$ cat config.mk
export PLATFORM = sky130hd
export DESIGN_NAME = vga_sync
export DESIGN_NICKNAME = d
export VERILOG_FILES = /design/src/vga_pkg.sv /design/src/vga_sync.sv
export SDC_FILE = /design/constraint.sdc
export NUM_CORES = 1
export LEC_CHECK = 0
export ABC_AREA = 1
export BUFFER_PORTS_ARGS = -buffer_cell sky130_fd_sc_hd__buf_2
export CAP_MARGIN = 30
export CORE_ASPECT_RATIO = 0.75
export CORE_UTILIZATION = 55
export DETAILED_ROUTE_END_ITERATION = 12
export HOLD_SLACK_MARGIN = 0.12
export PLACE_DENSITY = 0.88
export SKIP_CTS_REPAIR_TIMING = 1
export SLEW_MARGIN = 20
export SYNTH_ARGS = -nofsm -noshare
export SYNTH_HDL_FRONTEND = slang
export SYNTH_SLANG_ARGS = --single-unit
export TNS_END_PERCENT = 5
$ cat constraint.sdc
create_clock -name clk -period 4 [get_ports clk]
set_input_delay 0.8 -clock clk [delete_from_list [all_inputs] [get_ports clk]]
set_output_delay 0.8 -clock clk [all_outputs]
set_load 0.01 [all_outputs]
$ cat src/vga_pkg.sv
`default_nettype none

package vga_pkg;

	// horizontal timing in pixels
	localparam int H_VISIBLE = 640;
	localparam int H_FRONT = 16;
	localparam int H_SYNC = 96;
	localparam int H_BACK = 48;
	localparam int H_TOTAL = H_VISIBLE + H_FRONT + H_SYNC + H_BACK;

	// vertical timing in lines
	localparam int V_VISIBLE = 480;
	localparam int V_FRONT = 10;
	localparam int V_SYNC = 2;
	localparam int V_BACK = 33;
	localparam int V_TOTAL = V_VISIBLE + V_FRONT + V_SYNC + V_BACK;

	// sync pulse windows, start inclusive, end exclusive
	localparam int H_SYNC_START = H_VISIBLE + H_FRONT;
	localparam int H_SYNC_END = H_SYNC_START + H_SYNC;
	localparam int V_SYNC_START = V_VISIBLE + V_FRONT;
	localparam int V_SYNC_END = V_SYNC_START + V_SYNC;

	// text grid
	localparam int TEXT_COLS = 80;
	localparam int TEXT_ROWS = 30;
	localparam int GLYPH_W = 8;
	localparam int GLYPH_H = 16;
	localparam int TEXT_CELLS = TEXT_COLS * TEXT_ROWS;
	localparam int FONT_GLYPHS = 256;
	localparam int FONT_DEPTH = FONT_GLYPHS * GLYPH_H;

	typedef logic [9:0] h_addr_t;
	typedef logic [9:0] v_addr_t;
	typedef logic [6:0] col_t;
	typedef logic [4:0] row_t;
	typedef logic [7:0] char_code_t;
	typedef logic [3:0] glyph_line_t;
	// bit 7 is the leftmost pixel
	typedef logic [7:0] glyph_bits_t;
	typedef logic [2:0] pixel_sel_t;
	typedef logic [11:0] cell_addr_t;
	typedef logic [11:0] font_addr_t;

	typedef struct packed {
		logic [7:0] r;
		logic [7:0] g;
		logic [7:0] b;
	} rgb_t;

	// sync levels are active low
	typedef struct packed {
		h_addr_t h_addr;
		v_addr_t v_addr;
		logic valid;
		logic hsync;
		logic vsync;
	} vga_pos_t;

	typedef struct packed {
		logic en;
		col_t col;
		row_t row;
		char_code_t code;
	} char_wr_t;

	typedef struct packed {
		logic en;
		char_code_t code;
		glyph_line_t line;
		glyph_bits_t bits;
	} font_wr_t;

endpackage

`default_nettype wire

$ cat src/vga_sync.sv
`default_nettype none

module vga_sync (
	input wire logic clk,
	input wire logic reset,
	output vga_pkg::vga_pos_t pos
);

	vga_pkg::h_addr_t h_cnt;
	vga_pkg::h_addr_t h_next;
	vga_pkg::v_addr_t v_cnt;
	vga_pkg::v_addr_t v_next;
	logic h_wrap;
	logic v_wrap;
	logic valid_q;
	logic hsync_q;
	logic vsync_q;

	assign h_wrap = (h_cnt == vga_pkg::h_addr_t'(vga_pkg::H_TOTAL - 1));
	assign v_wrap = (v_cnt == vga_pkg::v_addr_t'(vga_pkg::V_TOTAL - 1));

	always_comb begin
		h_next = h_wrap ? '0 : h_cnt + 10'd1;
		v_next = v_cnt;
		// vertical steps once per line
		if (h_wrap) begin
			v_next = v_wrap ? '0 : v_cnt + 10'd1;
		end
	end

	// flags decoded from the next count so they line up with the position
	always_ff @(posedge clk) begin
		if (reset) begin
			h_cnt <= '0;
			v_cnt <= '0;
			valid_q <= 1'b1;
			hsync_q <= 1'b1;
			vsync_q <= 1'b1;
		end else begin
			h_cnt <= h_next;
			v_cnt <= v_next;
			valid_q <= (h_next < vga_pkg::h_addr_t'(vga_pkg::H_VISIBLE))
				&& (v_next < vga_pkg::v_addr_t'(vga_pkg::V_VISIBLE));
			hsync_q <= !((h_next >= vga_pkg::h_addr_t'(vga_pkg::H_SYNC_START))
				&& (h_next < vga_pkg::h_addr_t'(vga_pkg::H_SYNC_END)));
			vsync_q <= !((v_next >= vga_pkg::v_addr_t'(vga_pkg::V_SYNC_START))
				&& (v_next < vga_pkg::v_addr_t'(vga_pkg::V_SYNC_END)));
		end
	end

	assign pos.h_addr = h_cnt;
	assign pos.v_addr = v_cnt;
	assign pos.valid = valid_q;
	assign pos.hsync = hsync_q;
	assign pos.vsync = vsync_q;

	counters_in_range: assert property (@(posedge clk) disable iff (reset)
		(h_cnt < vga_pkg::h_addr_t'(vga_pkg::H_TOTAL))
		&& (v_cnt < vga_pkg::v_addr_t'(vga_pkg::V_TOTAL)));

endmodule

`default_nettype wire

Yosys cells after proc, flatten, opt, wreduce, memory -nomap -nowiden:

Index checks and enable logic that the tools add are counted.
Widths: inputs -> output; s select.

* register bits: 23
* output and inout port bits: 23

* add/subtract/negate cells: 2
* order comparisons: 6
* equal/unequal tests: 2
* muxes and demuxes: 3
* reductions and logical operators: 5

Operator list (number)
* $mux 10: 3
* $add 10x1->10 const B: 2
* $eq 10x10->1 const B: 2
* $lt 10x10->1 const B: 2
* $lt 10x9->1 const B: 2
* $ge 10x10->1 const B: 1
* $ge 10x9->1 const B: 1
* $logic_and 1x1->1: 3
* $logic_not 1->1: 2

Longest topological paths before layout:

* word-level depth: 6
* mapped depth: 12

Worst setup path before layout:

OpenSTA, ideal clock, no wires.

* path type: reg-to-reg
* start: reg h_cnt[0]
* end: reg vsync_q
* setup time: 114 ps
* data arrival time: 1503 ps
* required time: 3886 ps
* slack: 2382 ps
* cell stages (with the launch flop): 11
* buffers on the path: 0
* cell sequence: dfxtp_1 ha_1 nand2_2 nor2_8 nand4_2 nand2_1 nand2_2 nor2_2 nand2_1 nor2_1 nand2_1

* cells in the longest elaborated chain, start to end: 5
* elaborated cells between the ends (all ways): 6
* those cells by class: order compare: 2; eq/ne: 1; mux: 1; reduce/logical: 2

Ends and longest elaborated chain
* from (decl): line vga_sync.sv:9 `vga_pkg::h_addr_t h_cnt;`
* from (signal assigned): line vga_sync.sv:40 `h_cnt <= h_next;`
* $eq 10x10->1 *: line vga_sync.sv:19 `assign h_wrap = (h_cnt == vga_pkg::h_addr_t'(vga_pkg::H_TOTAL - 1));`
* $mux 10 *: line vga_sync.sv:26 `if (h_wrap) begin`
* $ge 10x9->1 / $lt 10x9->1 (equally long branches): line vga_sync.sv:46, vga_sync.sv:47
* $logic_and 1x1->1 *: line vga_sync.sv:47 `&& (v_next < vga_pkg::v_addr_t'(vga_pkg::V_SYNC_END)));`
* $logic_not 1->1 *: line vga_sync.sv:46 `vsync_q <= !((v_next >= vga_pkg::v_addr_t'(vga_pkg::V_SYNC_START))`
* to (signal assigned): line vga_sync.sv:46
* to (decl): line vga_sync.sv:17 `logic vsync_q;`

Mark *: on every way between the ends. The rest lies on a longest branch, timed or not.
A chain may end at the register's enable or synchronous reset.

Final worst setup path:

* start: reg v_cnt[4]
* end: out pos[7] (netlist bit)

RTL lines
* from (decl): line vga_sync.sv:11 `vga_pkg::v_addr_t v_cnt;`
* from (signal assigned): line vga_sync.sv:41 `v_cnt <= v_next;`
* to (decl): line vga_sync.sv:6 `output vga_pkg::vga_pos_t pos`

No word-level cell between the ends.

==> results.yml <==
sta:
  rsz0062_at_grt: "false"
  post-route-period-util_pct: 46.0
  worst_slack_ns: 2.16
  hold_viol_final: 0
  min_period_ns: 1.84
  slew_viol_final: 0
  setup_viol: 0
  slew_headroom_pct: 67.9
  setup_tns_ns: 0
  max_clock_freq_ghz: 0.543
  worstMarginPinSlew_ns: 0.478
  worst_clock_skew_ns: 0.0222
clock_network:
  cts_made_buffers: 3
  cts_root_buffer: "clkbuf_4"
  clkTransAtPathRegs_ns: 0.14
  cts.sinks: 23
  clkLatencyLatePin_ns: 0.32
  htreeDepth: 1
  cts_tree: "yes"
  cts_buffer_depth: 2
floorplanning:
  dieArea_um2: 2830
  core_um2: 2380
  die_y_um: 46.3
  start_util_pct: 60.4
  io_pins: 25
  die_x_um: 61.1
  rows: 15
flow_run:
  maxCapViolations: 0
synthesis:
  synth_cell_types: 30
  syn_inst: 219
  syn_area_um2: 1440
  synth_area_per_cell_um2: 6.58
  synth-seq-area-share_pct: 32.0
  synth_area_leaders: "dfxtp_1, nand2_1, nor2_1"
  ys_seq_elements: 23
  synth_largest_type_area_fraction_pct: 32.0
  yosys_warnings: 0
  syn_nets: 224
  synth.largest_area_cell: "dfxtp_1"
placed_design:
  hpwl_um: 2480
  post-place-cells: 271
  dpl_worst_slack_ns: 2.27
  finalWeightedCongestion: 0.957
  io_buffers: 24
detailed_routing:
  first_iter_violations: 94
  dr.pass1.iters: 4
  drc: 0
  vias: 1427
  wl_um: 3120
  wl_per_cell_um: 11.4
  drt-vias-per-instance: 5.19
  ant_nets: 0
grt:
  grt_max_degree: 17
  grt_first_pass_wirelength_um: 5050
  grt_antenna_before_repair: 0
  grt_pass1_vias: 1108
  grt_remaining_overflow: 0
  track_usage_pct: 24.8
cells_and_area:
  fill_cells: 220
  syn_to_final_growth_pct: 10.8
  layout-drive-gt1-share_pct: 21.2
  nNetsFinal: 247
  final_cells: 275
  fin_util_pct: 66.9
  diodes: 0
worst_setup_path:
  critical_path.slowest_cell: "dfxtp_1"
  critPathArrivalTime_ns: 1.04
  reg2reg_from: "h_cnt[0]$_SDFF_PP0_"
  cp_slowest_stage_delay_ns: 0.53
  crit_chain: "buf_2"
  cp-end-kind: "output port"
  rr_worst_depth: 10
  path_max_fanout: 8
  cp_top_family: "flip-flops"
  reg2reg_to: "valid_q$_SDFF_PP1_"
  crit_type: "register to output port"
  required_ns: 3.20
  startpoint_type: "register"
  reg2reg_slack_ns: 2.27
  cp_num_buf_inv: 1
power:
  total_leakage_power_nw: 0.828
  ir_drop_mv: 0.192
  powerDensity_nw_per_um2: 221
worst_hold_path:
  whs_path_depth: 1
  whs_endpoint: "h_cnt[0]$_SDFF_PP0_"
  hold_class: "register to register"
  min_from: "h_cnt[0]$_SDFF_PP0_"
outcome:
  status: "finished clean"
per-layer routing:
layer	vias to the layer above	global-route usage [%]	share of wire, %
met5	-	0	0
met4	0	4.09	0.48
met3	2	5.06	6.5
met2	51	34.6	40
met1	643	38.9	53
li1	731	-	-
area by class of cell:
cell class | count | area, um2 | area share, %
multi-input combinational | 161 | 836 | 52.4
sequential | 23 | 460 | 28.9
timing repair buffer | 24 | 120 | 7.53
inverter | 29 | 109 | 6.82
tap | 34 | 42.5 | 2.67
clock buffer | 3 | 22.5 | 1.41
clock inverter | 1 | 5.00 | 0.314
stage by stage:
stage	instance area (um2)	total power [mW]	hold slack, ns
after CTS	1600	0.359	0.515
final	1600	0.353	0.508
after detailed placement	1570	0.252	0.488
after global placement	1570	0.251	0.480
after floorplan	1440	0.247	0.491
after global routing	1600	0.373	0.555
worst max-delay path by stage:
stage	startpoint	end	slack, ns	cells past startpoint
finish	v_cnt[4]$_SDFF_PP0_	pos[7]	2.16	1
CTS	v_cnt[5]$_SDFF_PP0_	pos[8]	2.16	1
global route	h_cnt[7]$_SDFF_PP0_	pos[20]	2.09	1
global placement	h_cnt[0]$_SDFF_PP0_	vsync_q$_SDFF_PP1_	2.28	10
floorplan	h_cnt[0]$_SDFF_PP0_	vsync_q$_SDFF_PP1_	2.38	10
detailed placement	h_cnt[0]$_SDFF_PP0_	valid_q$_SDFF_PP1_	2.27	10
layout by cell type (no fill, tap or decap):
cell,Yosys,layout
nand3_4,1,1
nand4_4,1,1
clkbuf_4,0,3
xnor2_1,1,1
nand3b_1,1,1
o21ai_0,3,3
inv_2,3,3
nor3_1,2,2
nor3_2,1,1
ha_1,3,3
a21boi_0,1,1
xor2_1,1,1
nor2_8,2,2
a21oi_1,3,3
nand3_2,2,2
o21a_1,1,1
nor2_1,37,37
nand2_4,1,1
dfxtp_1,23,23
nand4_1,4,4
nand3_1,19,19
o21ai_1,3,3
inv_1,26,26
nand4_2,1,1
nor2_4,2,2
nand2_2,5,5
nor2_2,4,4
clkinv_2,0,1
nand2_1,62,62
buf_2,1,24
synth_stat cells:
cell,count
a21boi_0,1
a21oi_1,3
buf_2,1
buf_4,3
clkbuf_1,2
dfxtp_1,23
ha_1,3
inv_1,26
inv_2,3
nand2_1,62
nand2_2,5
nand2_4,1
nand3_1,19
nand3_2,2
nand3_4,1
nand3b_1,1
nand4_1,4
nand4_2,1
nand4_4,1
nor2_1,37
nor2_2,4
nor2_4,2
nor2_8,2
nor3_1,2
nor3_2,1
o21a_1,1
o21ai_0,3
o21ai_1,3
xnor2_1,1
xor2_1,1
registers in the layout (all words and copies together), names as in the netlist:
register / count
v_cnt: 10
h_cnt: 10
valid_q: 1
hsync_q: 1
vsync_q: 1
report_power, final:
group          total [mW]  internal [mW]  switching [mW]
clock               0.107         0.0374          0.0695
sequential          0.234          0.232         0.00290
combinational      0.0119        0.00410         0.00784
total               0.353          0.273          0.0803
cells by family (layout without fill, tap and decap cells):
group / count (synthesis) / after routing / synth area share, %
buffers and inverters: 35 / 57 / 9.99
AOI/OAI and AO/OA: 11 / 11 / 4.17
xor gates and xnor gates: 2 / 2 / 1.22
DFF: 23 / 23 / 32.0
and+or+nand+nor: 145 / 145 / 50.0
adders and majority gates: 3 / 3 / 2.61
No activity file was read; power rests on OpenSTA's default activity.
